<file path="src/hw/core_isa_pkg.sv">
package core_isa_pkg;

	// ======================================================================
	// Machine widths
	// ======================================================================

	// Data and address width
	localparam int XLEN = 32;
	// Architectural integer registers
	localparam int NUM_REGS = 32;

	typedef logic [$clog2(NUM_REGS)-1:0] reg_idx_t;

	// Fixed 32-bit encoding, no compressed words
	localparam logic [XLEN-1:0] INSTR_ADVANCE = 32'd4;

	// ======================================================================
	// Instruction word fields
	// ======================================================================

	// Low bit of each register and funct field
	localparam int RD_LSB = 7;
	localparam int F3_LSB = 12;
	localparam int RS1_LSB = 15;
	localparam int RS2_LSB = 20;
	localparam int F7_LSB = 25;

	// Major opcodes of the kept subset
	localparam logic [6:0] OPC_OP = 7'b0110011;
	localparam logic [6:0] OPC_OP_IMM = 7'b0010011;
	localparam logic [6:0] OPC_LUI = 7'b0110111;
	localparam logic [6:0] OPC_AUIPC = 7'b0010111;
	localparam logic [6:0] OPC_MISC_MEM = 7'b0001111;

	// funct3 for OP and OP-IMM
	localparam logic [2:0] F3_ADD_SUB = 3'b000;
	localparam logic [2:0] F3_SLL = 3'b001;
	localparam logic [2:0] F3_SLT = 3'b010;
	localparam logic [2:0] F3_SLTU = 3'b011;
	localparam logic [2:0] F3_XOR = 3'b100;
	localparam logic [2:0] F3_SR = 3'b101;
	localparam logic [2:0] F3_OR = 3'b110;
	localparam logic [2:0] F3_AND = 3'b111;

	// funct3 for MISC-MEM
	localparam logic [2:0] F3_FENCE = 3'b000;
	localparam logic [2:0] F3_FENCE_I = 3'b001;

	// Selects SUB and SRA/SRAI
	localparam logic [6:0] FUNCT7_ALT = 7'b0100000;

endpackage

</file>
<file path="src/hw/core_ctrl_pkg.sv">
package core_ctrl_pkg;

	// ======================================================================
	// ALU control
	// ======================================================================

	// Internal op code, independent of the ISA encoding
	typedef enum logic [3:0] {
		ALU_ADD = 4'd0,
		ALU_SUB = 4'd1,
		ALU_SLL = 4'd2,
		ALU_LT  = 4'd3,
		ALU_LTU = 4'd4,
		ALU_XOR = 4'd5,
		ALU_SRL = 4'd6,
		ALU_SRA = 4'd7,
		ALU_OR  = 4'd8,
		ALU_AND = 4'd9
	} alu_op_t;

	// ======================================================================
	// Operand selects
	// ======================================================================

	// Operand A: forwarded rs1, PC for AUIPC, zero for LUI
	typedef enum logic [1:0] {
		SRCA_RS1  = 2'd0,
		SRCA_PC   = 2'd1,
		SRCA_ZERO = 2'd2
	} src_a_t;

	// Operand B: forwarded rs2 or immediate
	typedef enum logic {
		SRCB_RS2 = 1'b0,
		SRCB_IMM = 1'b1
	} src_b_t;

	// Shift amount, low bits of operand B
	localparam int SHAMT_W = 5;

endpackage

</file>
<file path="src/hw/dec_if.sv">
interface dec_if;

	// Stage valid, low for bubbles
	logic                          valid;
	core_ctrl_pkg::alu_op_t        alu_op;
	core_ctrl_pkg::src_a_t         src_a;
	core_ctrl_pkg::src_b_t         src_b;
	// Selected immediate, I or U format
	logic [core_isa_pkg::XLEN-1:0] imm;
	logic [core_isa_pkg::XLEN-1:0] pc;
	// Source indices for forwarding compares
	core_isa_pkg::reg_idx_t        rs1;
	core_isa_pkg::reg_idx_t        rs2;
	// Zero for no-ops and illegal words
	core_isa_pkg::reg_idx_t        rd;
	logic                          illegal;

	modport dec (
		output valid, alu_op, src_a, src_b, imm, pc, rs1, rs2, rd, illegal
	);

	modport exe (
		input valid, alu_op, src_a, src_b, imm, pc, rs1, rs2, rd, illegal
	);

endinterface

</file>
<file path="src/hw/instr_decoder.sv">
module instr_decoder #(
	parameter logic [core_isa_pkg::XLEN-1:0] RESET_VECTOR = '0
) (
	input  logic                          clk,
	input  logic                          rst_n,
	input  logic                          instr_valid_i,
	input  logic [core_isa_pkg::XLEN-1:0] instr_i,
	dec_if.dec                            dec_o
);

	localparam int IDX_W = $bits(core_isa_pkg::reg_idx_t);

	// Instruction fields
	logic [6:0]             opcode;
	logic [2:0]             funct3;
	logic [6:0]             funct7;
	core_isa_pkg::reg_idx_t f_rd;
	core_isa_pkg::reg_idx_t f_rs1;
	core_isa_pkg::reg_idx_t f_rs2;

	logic [core_isa_pkg::XLEN-1:0] imm_i;
	logic [core_isa_pkg::XLEN-1:0] imm_u;

	// Decoded controls, before the D-to-X register
	core_ctrl_pkg::alu_op_t        d_alu_op;
	core_ctrl_pkg::src_a_t         d_src_a;
	core_ctrl_pkg::src_b_t         d_src_b;
	logic [core_isa_pkg::XLEN-1:0] d_imm;
	core_isa_pkg::reg_idx_t        d_rd;
	logic                          d_illegal;

	// Fetch address of the word at the input
	logic [core_isa_pkg::XLEN-1:0] pc_q;

	assign opcode = instr_i[6:0];
	assign funct3 = instr_i[core_isa_pkg::F3_LSB +: 3];
	assign funct7 = instr_i[core_isa_pkg::F7_LSB +: 7];
	assign f_rd = instr_i[core_isa_pkg::RD_LSB +: IDX_W];
	assign f_rs1 = instr_i[core_isa_pkg::RS1_LSB +: IDX_W];
	assign f_rs2 = instr_i[core_isa_pkg::RS2_LSB +: IDX_W];

	// Sign-extended I format, upper-aligned U format
	assign imm_i = {{20{instr_i[31]}}, instr_i[31:20]};
	assign imm_u = {instr_i[31:12], 12'b0};

	// funct3 to ALU op, alt picks SUB or SRA
	function automatic core_ctrl_pkg::alu_op_t alu_op_for(logic [2:0] f3, logic alt);
		case (f3)
			core_isa_pkg::F3_ADD_SUB: return alt ? core_ctrl_pkg::ALU_SUB : core_ctrl_pkg::ALU_ADD;
			core_isa_pkg::F3_SLL:     return core_ctrl_pkg::ALU_SLL;
			core_isa_pkg::F3_SLT:     return core_ctrl_pkg::ALU_LT;
			core_isa_pkg::F3_SLTU:    return core_ctrl_pkg::ALU_LTU;
			core_isa_pkg::F3_XOR:     return core_ctrl_pkg::ALU_XOR;
			core_isa_pkg::F3_SR:      return alt ? core_ctrl_pkg::ALU_SRA : core_ctrl_pkg::ALU_SRL;
			core_isa_pkg::F3_OR:      return core_ctrl_pkg::ALU_OR;
			default:                  return core_ctrl_pkg::ALU_AND;
		endcase
	endfunction

	// ======================================================================
	// Decode
	// ======================================================================

	always_comb begin
		// Defaults are those of a register-register op
		d_alu_op = core_ctrl_pkg::ALU_ADD;
		d_src_a = core_ctrl_pkg::SRCA_RS1;
		d_src_b = core_ctrl_pkg::SRCB_RS2;
		d_imm = imm_i;
		d_rd = f_rd;
		d_illegal = 1'b0;

		case (opcode)
			core_isa_pkg::OPC_OP_IMM: begin
				d_src_b = core_ctrl_pkg::SRCB_IMM;
				// funct7 only meaningful for the shifts
				d_alu_op = alu_op_for(funct3,
					(funct3 == core_isa_pkg::F3_SR) && (funct7 == core_isa_pkg::FUNCT7_ALT));
				if (funct3 == core_isa_pkg::F3_SLL && funct7 != 7'b0)
					d_illegal = 1'b1;
				if (funct3 == core_isa_pkg::F3_SR && funct7 != 7'b0 &&
						funct7 != core_isa_pkg::FUNCT7_ALT)
					d_illegal = 1'b1;
			end
			core_isa_pkg::OPC_OP: begin
				d_alu_op = alu_op_for(funct3, funct7 == core_isa_pkg::FUNCT7_ALT);
				// Alt encoding exists for ADD/SUB and SRL/SRA only
				if (funct7 == core_isa_pkg::FUNCT7_ALT) begin
					if (funct3 != core_isa_pkg::F3_ADD_SUB && funct3 != core_isa_pkg::F3_SR)
						d_illegal = 1'b1;
				end else if (funct7 != 7'b0) begin
					d_illegal = 1'b1;
				end
			end
			core_isa_pkg::OPC_LUI: begin
				d_src_a = core_ctrl_pkg::SRCA_ZERO;
				d_src_b = core_ctrl_pkg::SRCB_IMM;
				d_imm = imm_u;
			end
			core_isa_pkg::OPC_AUIPC: begin
				d_src_a = core_ctrl_pkg::SRCA_PC;
				d_src_b = core_ctrl_pkg::SRCB_IMM;
				d_imm = imm_u;
			end
			core_isa_pkg::OPC_MISC_MEM: begin
				// FENCE and FENCE.I have nothing to order here
				d_rd = '0;
				if (funct3 != core_isa_pkg::F3_FENCE && funct3 != core_isa_pkg::F3_FENCE_I)
					d_illegal = 1'b1;
			end
			default: begin
				d_illegal = 1'b1;
			end
		endcase

		// Illegal words retire without a write
		if (d_illegal)
			d_rd = '0;
	end

	// ======================================================================
	// D-to-X register and PC
	// ======================================================================

	always_ff @(posedge clk or negedge rst_n) begin
		if (!rst_n) begin
			dec_o.valid <= 1'b0;
			pc_q <= RESET_VECTOR;
		end else begin
			dec_o.valid <= instr_valid_i;
			// Bubbles hold the PC
			if (instr_valid_i)
				pc_q <= pc_q + core_isa_pkg::INSTR_ADVANCE;
		end
	end

	// Payload follows the input every edge, qualified by valid
	always_ff @(posedge clk) begin
		dec_o.alu_op <= d_alu_op;
		dec_o.src_a <= d_src_a;
		dec_o.src_b <= d_src_b;
		dec_o.imm <= d_imm;
		dec_o.pc <= pc_q;
		dec_o.rs1 <= f_rs1;
		dec_o.rs2 <= f_rs2;
		dec_o.rd <= d_rd;
		dec_o.illegal <= d_illegal;
	end

endmodule

</file>
<file path="src/hw/reg_file.sv">
module reg_file (
	input  logic                          clk,
	input  logic                          rst_n,
	input  core_isa_pkg::reg_idx_t        rd_addr_a_i,
	input  core_isa_pkg::reg_idx_t        rd_addr_b_i,
	output logic [core_isa_pkg::XLEN-1:0] rd_data_a_o,
	output logic [core_isa_pkg::XLEN-1:0] rd_data_b_o,
	input  logic                          wr_en_i,
	input  core_isa_pkg::reg_idx_t        wr_addr_i,
	input  logic [core_isa_pkg::XLEN-1:0] wr_data_i
);

	// x0 has no storage
	logic [core_isa_pkg::XLEN-1:0] regs [1:core_isa_pkg::NUM_REGS-1];

	// Write-first read, covers a producer three words back
	function automatic logic [core_isa_pkg::XLEN-1:0] read_port(core_isa_pkg::reg_idx_t addr);
		if (addr == '0)
			return '0;
		else if (wr_en_i && wr_addr_i == addr)
			return wr_data_i;
		else
			return regs[addr];
	endfunction

	always_ff @(posedge clk or negedge rst_n) begin
		if (!rst_n) begin
			for (int i = 1; i < core_isa_pkg::NUM_REGS; i++)
				regs[i] <= '0;
		end else if (wr_en_i && wr_addr_i != '0) begin
			regs[wr_addr_i] <= wr_data_i;
		end
	end

	// Read data registered alongside the D-to-X controls
	always_ff @(posedge clk) begin
		rd_data_a_o <= read_port(rd_addr_a_i);
		rd_data_b_o <= read_port(rd_addr_b_i);
	end

endmodule

</file>
<file path="src/hw/int_alu.sv">
module int_alu (
	input  core_ctrl_pkg::alu_op_t        op_i,
	input  logic [core_isa_pkg::XLEN-1:0] a_i,
	input  logic [core_isa_pkg::XLEN-1:0] b_i,
	output logic [core_isa_pkg::XLEN-1:0] result_o
);

	localparam int XLEN = core_isa_pkg::XLEN;

	logic [core_ctrl_pkg::SHAMT_W-1:0] shamt;
	logic                              lt_signed;
	logic                              lt_unsigned;

	// Shifts use only the low bits of B
	assign shamt = b_i[core_ctrl_pkg::SHAMT_W-1:0];
	assign lt_signed = $signed(a_i) < $signed(b_i);
	assign lt_unsigned = a_i < b_i;

	always_comb begin
		case (op_i)
			core_ctrl_pkg::ALU_ADD: result_o = a_i + b_i;
			core_ctrl_pkg::ALU_SUB: result_o = a_i - b_i;
			core_ctrl_pkg::ALU_SLL: result_o = a_i << shamt;
			// Set-less-than yields 0 or 1
			core_ctrl_pkg::ALU_LT:  result_o = {{(XLEN-1){1'b0}}, lt_signed};
			core_ctrl_pkg::ALU_LTU: result_o = {{(XLEN-1){1'b0}}, lt_unsigned};
			core_ctrl_pkg::ALU_XOR: result_o = a_i ^ b_i;
			core_ctrl_pkg::ALU_SRL: result_o = a_i >> shamt;
			// Arithmetic shift keeps the sign
			core_ctrl_pkg::ALU_SRA: result_o = $unsigned($signed(a_i) >>> shamt);
			core_ctrl_pkg::ALU_OR:  result_o = a_i | b_i;
			core_ctrl_pkg::ALU_AND: result_o = a_i & b_i;
			default:                result_o = '0;
		endcase
	end

endmodule

</file>
<file path="src/hw/exec_unit.sv">
module exec_unit (
	input  logic                          clk,
	input  logic                          rst_n,
	dec_if.exe                            dec_i,
	input  logic [core_isa_pkg::XLEN-1:0] rs1_data_i,
	input  logic [core_isa_pkg::XLEN-1:0] rs2_data_i,
	output logic                          wr_en_o,
	output core_isa_pkg::reg_idx_t        wr_addr_o,
	output logic [core_isa_pkg::XLEN-1:0] wr_data_o,
	output logic                          retire_valid_o,
	output logic [core_isa_pkg::XLEN-1:0] retire_pc_o,
	output core_isa_pkg::reg_idx_t        retire_rd_o,
	output logic [core_isa_pkg::XLEN-1:0] retire_data_o,
	output logic                          retire_illegal_o
);

	// X-to-M register
	logic                          xm_valid;
	logic [core_isa_pkg::XLEN-1:0] xm_pc;
	core_isa_pkg::reg_idx_t        xm_rd;
	logic [core_isa_pkg::XLEN-1:0] xm_result;
	logic                          xm_illegal;

	// M-to-W register
	logic                          mw_valid;
	logic [core_isa_pkg::XLEN-1:0] mw_pc;
	core_isa_pkg::reg_idx_t        mw_rd;
	logic [core_isa_pkg::XLEN-1:0] mw_result;
	logic                          mw_illegal;

	logic [core_isa_pkg::XLEN-1:0] fwd_rs1;
	logic [core_isa_pkg::XLEN-1:0] fwd_rs2;
	logic [core_isa_pkg::XLEN-1:0] op_a;
	logic [core_isa_pkg::XLEN-1:0] op_b;
	logic [core_isa_pkg::XLEN-1:0] x_result;

	// Youngest producer wins, register file data otherwise
	function automatic logic [core_isa_pkg::XLEN-1:0] forward(
		core_isa_pkg::reg_idx_t        idx,
		logic [core_isa_pkg::XLEN-1:0] rf_data
	);
		if (xm_valid && xm_rd != '0 && xm_rd == idx)
			return xm_result;
		else if (mw_valid && mw_rd != '0 && mw_rd == idx)
			return mw_result;
		else
			return rf_data;
	endfunction

	// ======================================================================
	// Stage X
	// ======================================================================

	always_comb begin
		fwd_rs1 = forward(dec_i.rs1, rs1_data_i);
		fwd_rs2 = forward(dec_i.rs2, rs2_data_i);

		case (dec_i.src_a)
			core_ctrl_pkg::SRCA_RS1: op_a = fwd_rs1;
			core_ctrl_pkg::SRCA_PC:  op_a = dec_i.pc;
			default:                 op_a = '0;
		endcase

		op_b = (dec_i.src_b == core_ctrl_pkg::SRCB_IMM) ? dec_i.imm : fwd_rs2;
	end

	int_alu i_alu (
		.op_i     (dec_i.alu_op),
		.a_i      (op_a),
		.b_i      (op_b),
		.result_o (x_result)
	);

	// ======================================================================
	// Stages M and W
	// ======================================================================

	always_ff @(posedge clk or negedge rst_n) begin
		if (!rst_n) begin
			xm_valid <= 1'b0;
			mw_valid <= 1'b0;
		end else begin
			xm_valid <= dec_i.valid;
			mw_valid <= xm_valid;
		end
	end

	// Payload moves every edge, bubbles carry stale data
	always_ff @(posedge clk) begin
		xm_pc <= dec_i.pc;
		xm_rd <= dec_i.rd;
		xm_result <= x_result;
		xm_illegal <= dec_i.illegal;
		mw_pc <= xm_pc;
		mw_rd <= xm_rd;
		mw_result <= xm_result;
		mw_illegal <= xm_illegal;
	end

	// Write port, x0 never written
	assign wr_en_o = mw_valid && (mw_rd != '0);
	assign wr_addr_o = mw_rd;
	assign wr_data_o = mw_result;

	// Retire view of the same register
	assign retire_valid_o = mw_valid;
	assign retire_pc_o = mw_pc;
	assign retire_rd_o = mw_rd;
	assign retire_data_o = mw_result;
	assign retire_illegal_o = mw_illegal;

endmodule

</file>
<file path="src/hw/int_core.sv">
module int_core #(
	parameter logic [core_isa_pkg::XLEN-1:0] RESET_VECTOR = '0
) (
	input  logic                          clk,
	input  logic                          rst_n,
	input  logic                          instr_valid_i,
	input  logic [core_isa_pkg::XLEN-1:0] instr_i,
	output logic                          retire_valid_o,
	output logic [core_isa_pkg::XLEN-1:0] retire_pc_o,
	output core_isa_pkg::reg_idx_t        retire_rd_o,
	output logic [core_isa_pkg::XLEN-1:0] retire_data_o,
	output logic                          retire_illegal_o
);

	localparam int IDX_W = $bits(core_isa_pkg::reg_idx_t);

	// Register file read data, aligned with the D-to-X register
	logic [core_isa_pkg::XLEN-1:0] rs1_data;
	logic [core_isa_pkg::XLEN-1:0] rs2_data;

	// Write-back from stage W
	logic                          wr_en;
	core_isa_pkg::reg_idx_t        wr_addr;
	logic [core_isa_pkg::XLEN-1:0] wr_data;

	dec_if dec_bus ();

	instr_decoder #(
		.RESET_VECTOR (RESET_VECTOR)
	) i_decoder (
		.clk           (clk),
		.rst_n         (rst_n),
		.instr_valid_i (instr_valid_i),
		.instr_i       (instr_i),
		.dec_o         (dec_bus)
	);

	// Source fields go straight to the read ports
	reg_file i_reg_file (
		.clk         (clk),
		.rst_n       (rst_n),
		.rd_addr_a_i (instr_i[core_isa_pkg::RS1_LSB +: IDX_W]),
		.rd_addr_b_i (instr_i[core_isa_pkg::RS2_LSB +: IDX_W]),
		.rd_data_a_o (rs1_data),
		.rd_data_b_o (rs2_data),
		.wr_en_i     (wr_en),
		.wr_addr_i   (wr_addr),
		.wr_data_i   (wr_data)
	);

	exec_unit i_exec (
		.clk              (clk),
		.rst_n            (rst_n),
		.dec_i            (dec_bus),
		.rs1_data_i       (rs1_data),
		.rs2_data_i       (rs2_data),
		.wr_en_o          (wr_en),
		.wr_addr_o        (wr_addr),
		.wr_data_o        (wr_data),
		.retire_valid_o   (retire_valid_o),
		.retire_pc_o      (retire_pc_o),
		.retire_rd_o      (retire_rd_o),
		.retire_data_o    (retire_data_o),
		.retire_illegal_o (retire_illegal_o)
	);

endmodule

</file>
<file path="config.mk">
export PLATFORM = sky130hd
export DESIGN_NAME = int_core
export DESIGN_NICKNAME = d
export VERILOG_FILES = /design/src/hw/core_isa_pkg.sv /design/src/hw/core_ctrl_pkg.sv /design/src/hw/dec_if.sv /design/src/hw/instr_decoder.sv /design/src/hw/reg_file.sv /design/src/hw/int_alu.sv /design/src/hw/exec_unit.sv /design/src/hw/int_core.sv
export SDC_FILE = /design/constraint.sdc
export NUM_CORES = 2
export LEC_CHECK = 0
export BUFFER_PORTS_ARGS = -buffer_cell sky130_fd_sc_hd__buf_2
export CORE_AREA = 2 2 323 564
export DETAILED_ROUTE_END_ITERATION = 8
export DIE_AREA = 0 0 325 566
export SYNTH_ARGS = -nofsm -noshare
export SYNTH_HDL_FRONTEND = slang
export SYNTH_SLANG_ARGS = --single-unit
</file>
<file path="constraint.sdc">
create_clock -name clk -period 8.4 [get_ports clk]
set_clock_uncertainty 0.05 [all_clocks]
set_input_delay 0.42 -clock clk [delete_from_list [all_inputs] [get_ports clk]]
set_output_delay 0.42 -clock clk [all_outputs]
set_load 0.005 [all_outputs]
</file>
==> run metrics <==
Worst R2R Path Depth 19; Pins Over Slew Limit 0; Critical path buffers and inverters 2; drt via density 6.279; average routed wire per standard cell 34.84 µm; clock slew seen by the registers of the worst setup and hold paths 0.07 ns; number of enable-type register cells in the synthesized netlist 0; Req. time, crit path between 8 and 9 ns; Synth cell types roughly 80; proportion of synthesized chip area in sequential cells 43.96%; Yosys warnings 0; last weighted congestion value of the routability-driven placer 1.036; First-pass DRT Iterations 7; via total after detailed routing a little under 50000; result of the run finished clean; area of the core roughly 180000 µm²; critical path fanouts, max 20; kind of critical path flop to flop; number of buffers added on ports just over 100; Core Rows 206; worst slew margin relative to its limit approximately 3.4%; number of gates resized after CTS 0; final count of negative-setup-slack endpoints 0; highest clock frequency the design can meet 134.4 MHz; area of the mapped netlist 71320 µm²; end of the worst register-to-register path i_exec.xm_result[30]$_SDFF_PN0_; Worst path max stage delay 1.18 ns; total power after layout 13.18 mW; horizontal extent of the die 325 µm; Initial DRC Count 3851; period utilisation layout 88.55%; largest delay contributor family on the critical path compound AO/OA/AOI/OAI gates; worst-case hold slack 0.03972 ns; Worst Setup Slack, final 0.9619 ns; Clock Path Buffers 3; startpoint of the worst-slack reg-to-reg timing path i_exec.retire_rd_o[1]$_DFF_P_; die area 184000 µm²; post-synthesis average cell area 13.33 µm²; TritonCTS Buffers 120; clock tree from TritonCTS yes; Die Y-Extent ~570 µm; Post-synth top flop sky130_fd_sc_hd__dfrtp_1; Hold Vio Cnt, Final 0; global router's overall resource usage 29.28%; first-pass GRT wire length 386600 µm; number of setup buffers added after CTS 0; Setup TNS 0 ns; hold_sp instr_i[14]; chain of cells forming the critical path or4_4, o211ai_2, nor2_4, mux2_4, a222oi_1, inv_1, ha_1, and3b_1, a211oi_1, nor3b_1, or3_1, o31ai_1, buf_4, a211oi_1, nor3_1, or3_1, nor2_1, a2111oi_0, nand3_1; count of pins on the block boundary between 100 and 150; number of placed instances with taps included 7504; worst slack after detailed placement about 1.1 ns; pwr/cell area 166.5 nW/µm²; fraction of final layout cells with drive strength greater than 1 41.74%; area growth from synthesis to final layout 10.97%; starting density of the core 39.70%; unrepaired setup endpoints after global routing no; top cells by area in the synthesized netlist sky130_fd_sc_hd__dfrtp_1 (36%), sky130_fd_sc_hd__mux4_2 (18%), sky130_fd_sc_hd__mux2_2 (17%); vias in the first global route 50850; total gr overflow 0; largest net degree at the start of global routing 180; clock latency of the later-clocked register in the worst-skew pair 0.75 ns; Startpoint Class flop; number of maximum-capacitance violations 0; DRC violation count after routing 0; post-route non-filler standard cell count around 7800; number of antenna violations at the first check in global routing 18; number of hold-repair buffers added at the cts stage 20; CP endpoint kind flop; net count reported at finish about 5400; flop-to-flop setup slack approximately 0.96 ns; CP max-delay cell sky130_fd_sc_hd__a222oi_1; transition at the pin with the smallest max-transition slack 1.449 ns; clock net sink count ~1300; H-tree lvl count 3; post-layout minimum cycle time 7.438 ns; area share of the largest cell type after synthesis 35.96%; synthesized instance count 5350; peak ir drop on the vdd network 0.1603 mV; Synth Register Bits 1310; biggest area consumer among synthesized cells sky130_fd_sc_hd__dfrtp_1; leakage power figure 35.74 nW; worst min-delay path endpoint i_decoder.dec_o.alu_op[0]$_SDFF_PP0_; Worst Path Arrival around 8 ns; clock root cell sky130_fd_sc_hd__clkbuf_16; post-synthesis async set-or-reset flop share 78.24%; class of the tightest hold or removal check input pin to flop; WHS Path Cells 3; routed wire length roughly 270000 µm; Post-DP HPWL 172000 µm; antenna-violating nets left 0
through the flow:
| step | area, µm² | util [%] |
|---|---|---|
| after floorplan | 71330 | - |
| after global placement | 74690 | 41.58 |
| after detailed placement | 74690 | 41.58 |
| after CTS | 79080 | 44.02 |
| after global routing | 79140 | 44.05 |
| final | 79150 | 44.06 |
how the worst max path moves through the flow:
stage | from | end | slack (ns) | cells after the start
after global routing | i_exec.retire_rd_o[1]$_DFF_P_ | i_exec.xm_result[30]$_SDFF_PN0_ | 0.63 | 19
final | i_exec.retire_rd_o[1]$_DFF_P_ | i_exec.xm_result[30]$_SDFF_PN0_ | 0.96 | 19
after detailed placement | i_exec.retire_rd_o[1]$_DFF_P_ | i_exec.xm_result[30]$_SDFF_PN0_ | 1.14 | 19
after CTS | i_exec.retire_rd_o[1]$_DFF_P_ | i_exec.xm_result[30]$_SDFF_PN0_ | 1.16 | 19
after floorplan | i_exec.retire_rd_o[0]$_DFF_P_ | i_exec.xm_result[30]$_SDFF_PN0_ | 2.37 | 23
after global placement | i_exec.retire_rd_o[1]$_DFF_P_ | i_exec.xm_result[30]$_SDFF_PN0_ | 1.08 | 19
Yosys cell counts, types with 17 or more instances:
cell	number
sky130_fd_sc_hd__o21bai_1	18
sky130_fd_sc_hd__a211oi_1	44
sky130_fd_sc_hd__dfxtp_1	285
sky130_fd_sc_hd__xnor2_1	48
sky130_fd_sc_hd__a22oi_1	17
sky130_fd_sc_hd__and3_1	18
sky130_fd_sc_hd__a22o_1	71
sky130_fd_sc_hd__nor3_1	44
sky130_fd_sc_hd__a221oi_1	18
sky130_fd_sc_hd__nor2b_1	29
sky130_fd_sc_hd__nand2_1	210
sky130_fd_sc_hd__o22ai_1	22
sky130_fd_sc_hd__a21oi_1	117
sky130_fd_sc_hd__mux2i_1	238
sky130_fd_sc_hd__ha_1	98
sky130_fd_sc_hd__a21o_1	64
sky130_fd_sc_hd__dfrtp_1	1025
sky130_fd_sc_hd__a222oi_1	30
sky130_fd_sc_hd__o21ai_0	143
sky130_fd_sc_hd__buf_1	115
sky130_fd_sc_hd__nor2_1	163
sky130_fd_sc_hd__clkbuf_1	381
sky130_fd_sc_hd__mux2_2	1092
sky130_fd_sc_hd__o211ai_1	31
sky130_fd_sc_hd__inv_1	94
sky130_fd_sc_hd__a31oi_1	19
sky130_fd_sc_hd__nand3_1	63
sky130_fd_sc_hd__mux4_2	580
per-layer routing:
metal,vias to the layer above,wire length [µm],track usage (%)
li1,20240,-,-
met1,25850,95810,32.60
met2,1885,134500,49.65
met4,14,24760,22.60
met5,-,81,0
met3,786,15490,5.212
where the power goes:
| part | switching (mW) | internal (mW) | total, mW | leakage [nW] |
|---|---|---|---|---|
| clock | 2.63 | 3.28 | 5.91 | 2.08 |
| combinational | 0.531 | 0.254 | 0.785 | 17.0 |
| sequential | 0.103 | 6.38 | 6.48 | 16.6 |
| total | 3.26 | 9.91 | 13.2 | 35.7 |
layout by cell type, fill, tap and decap left out, types with 14 or more instances in the layout:
| cell type | count |
|---|---|
| sky130_fd_sc_hd__and3_1 | 18 |
| sky130_fd_sc_hd__o221ai_1 | 15 |
| sky130_fd_sc_hd__o21bai_1 | 18 |
| sky130_fd_sc_hd__clkbuf_16 | 127 |
| sky130_fd_sc_hd__a21oi_1 | 114 |
| sky130_fd_sc_hd__xnor2_1 | 48 |
| sky130_fd_sc_hd__nand2b_1 | 14 |
| sky130_fd_sc_hd__buf_2 | 92 |
| sky130_fd_sc_hd__buf_4 | 171 |
| sky130_fd_sc_hd__inv_1 | 92 |
| sky130_fd_sc_hd__a222oi_1 | 30 |
| sky130_fd_sc_hd__nand3_1 | 59 |
| sky130_fd_sc_hd__ha_1 | 98 |
| sky130_fd_sc_hd__nor2_1 | 147 |
| sky130_fd_sc_hd__nor2_4 | 14 |
| sky130_fd_sc_hd__a22o_1 | 71 |
| sky130_fd_sc_hd__o22ai_1 | 22 |
| sky130_fd_sc_hd__o21ai_0 | 141 |
| sky130_fd_sc_hd__nor3_1 | 38 |
| sky130_fd_sc_hd__clkinv_2 | 24 |
| sky130_fd_sc_hd__nand2_1 | 197 |
| sky130_fd_sc_hd__mux2_2 | 1092 |
| sky130_fd_sc_hd__a31oi_1 | 19 |
| sky130_fd_sc_hd__a22oi_1 | 17 |
| sky130_fd_sc_hd__o211ai_1 | 31 |
| sky130_fd_sc_hd__mux2i_1 | 238 |
| sky130_fd_sc_hd__a21o_1 | 63 |
| sky130_fd_sc_hd__diode_2 | 17 |
| sky130_fd_sc_hd__nor2b_1 | 25 |
| sky130_fd_sc_hd__xor2_1 | 16 |
| sky130_fd_sc_hd__dlygate4sd3_1 | 20 |
| sky130_fd_sc_hd__clkbuf_8 | 23 |
| sky130_fd_sc_hd__dfxtp_1 | 284 |
| sky130_fd_sc_hd__nand4_1 | 16 |
| sky130_fd_sc_hd__dfrtp_1 | 1025 |
| sky130_fd_sc_hd__a211oi_1 | 44 |
| sky130_fd_sc_hd__a221oi_1 | 18 |
| sky130_fd_sc_hd__clkbuf_1 | 20 |
| sky130_fd_sc_hd__mux4_2 | 580 |
sequential cells by signal, summed over array words and instances, names as in the netlist, 2 cells and up:
register / flops
i_decoder.dec_o.rd: 5
i_exec.xm_pc: 30
i_decoder.dec_o.imm: 32
i_reg_file.regs: 992
i_reg_file.rd_data_b_o: 32
i_decoder.dec_o.src_a: 2
i_reg_file.rd_data_a_o: 32
i_decoder.dec_o.rs1: 5
i_decoder.dec_o.pc: 30
i_decoder.pc_q: 30
i_exec.xm_result: 32
i_exec.xm_rd: 5
i_exec.retire_rd_o: 5
i_exec.retire_data_o: 32
i_decoder.dec_o.rs2: 5
i_decoder.dec_o.alu_op: 4
i_exec.retire_pc_o: 30
kinds of logic after synthesis:
family	share of synthesized area [%]
simple gates	4.080
fa+ha+maj	1.775
mux	38.99
xor+xnor	0.7859
compound gates	7.085
other cells	0.005258
flops	43.96
buf+inv	3.317
cell type report:
type | instances | area, µm²
fillers | 16270 | 100500
clock inverters | 56 | 616.8
well taps | 2392 | 2993
diodes | 17 | 42.54
inverters | 96 | 360.3
multi-input cells | 3426 | 37940
flip-flops and latches | 1310 | 31360
repair buffers | 302 | 2268
clock buffers | 170 | 3570
worst register-to-register path, stage by stage (launching register included):
cell                        delay (ns)
sky130_fd_sc_hd__dfxtp_1          1.02
sky130_fd_sc_hd__or4_4            0.33
sky130_fd_sc_hd__o211ai_2         0.13
sky130_fd_sc_hd__nor2_4           0.35
sky130_fd_sc_hd__mux2_4           0.35
sky130_fd_sc_hd__a222oi_1         1.18
sky130_fd_sc_hd__inv_1            0.21
sky130_fd_sc_hd__ha_1             0.47
sky130_fd_sc_hd__and3b_1          0.23
sky130_fd_sc_hd__a211oi_1         0.23
sky130_fd_sc_hd__nor3b_1          0.08
sky130_fd_sc_hd__or3_1            0.48
sky130_fd_sc_hd__o31ai_1          0.45
sky130_fd_sc_hd__buf_4            0.36
sky130_fd_sc_hd__a211oi_1         0.18
sky130_fd_sc_hd__nor3_1           0.50
sky130_fd_sc_hd__or3_1            0.20
sky130_fd_sc_hd__nor2_1           0.04
sky130_fd_sc_hd__a2111oi_0        0.39
sky130_fd_sc_hd__nand3_1          0.12
Note: power is estimated with default switching activity, not from simulation.
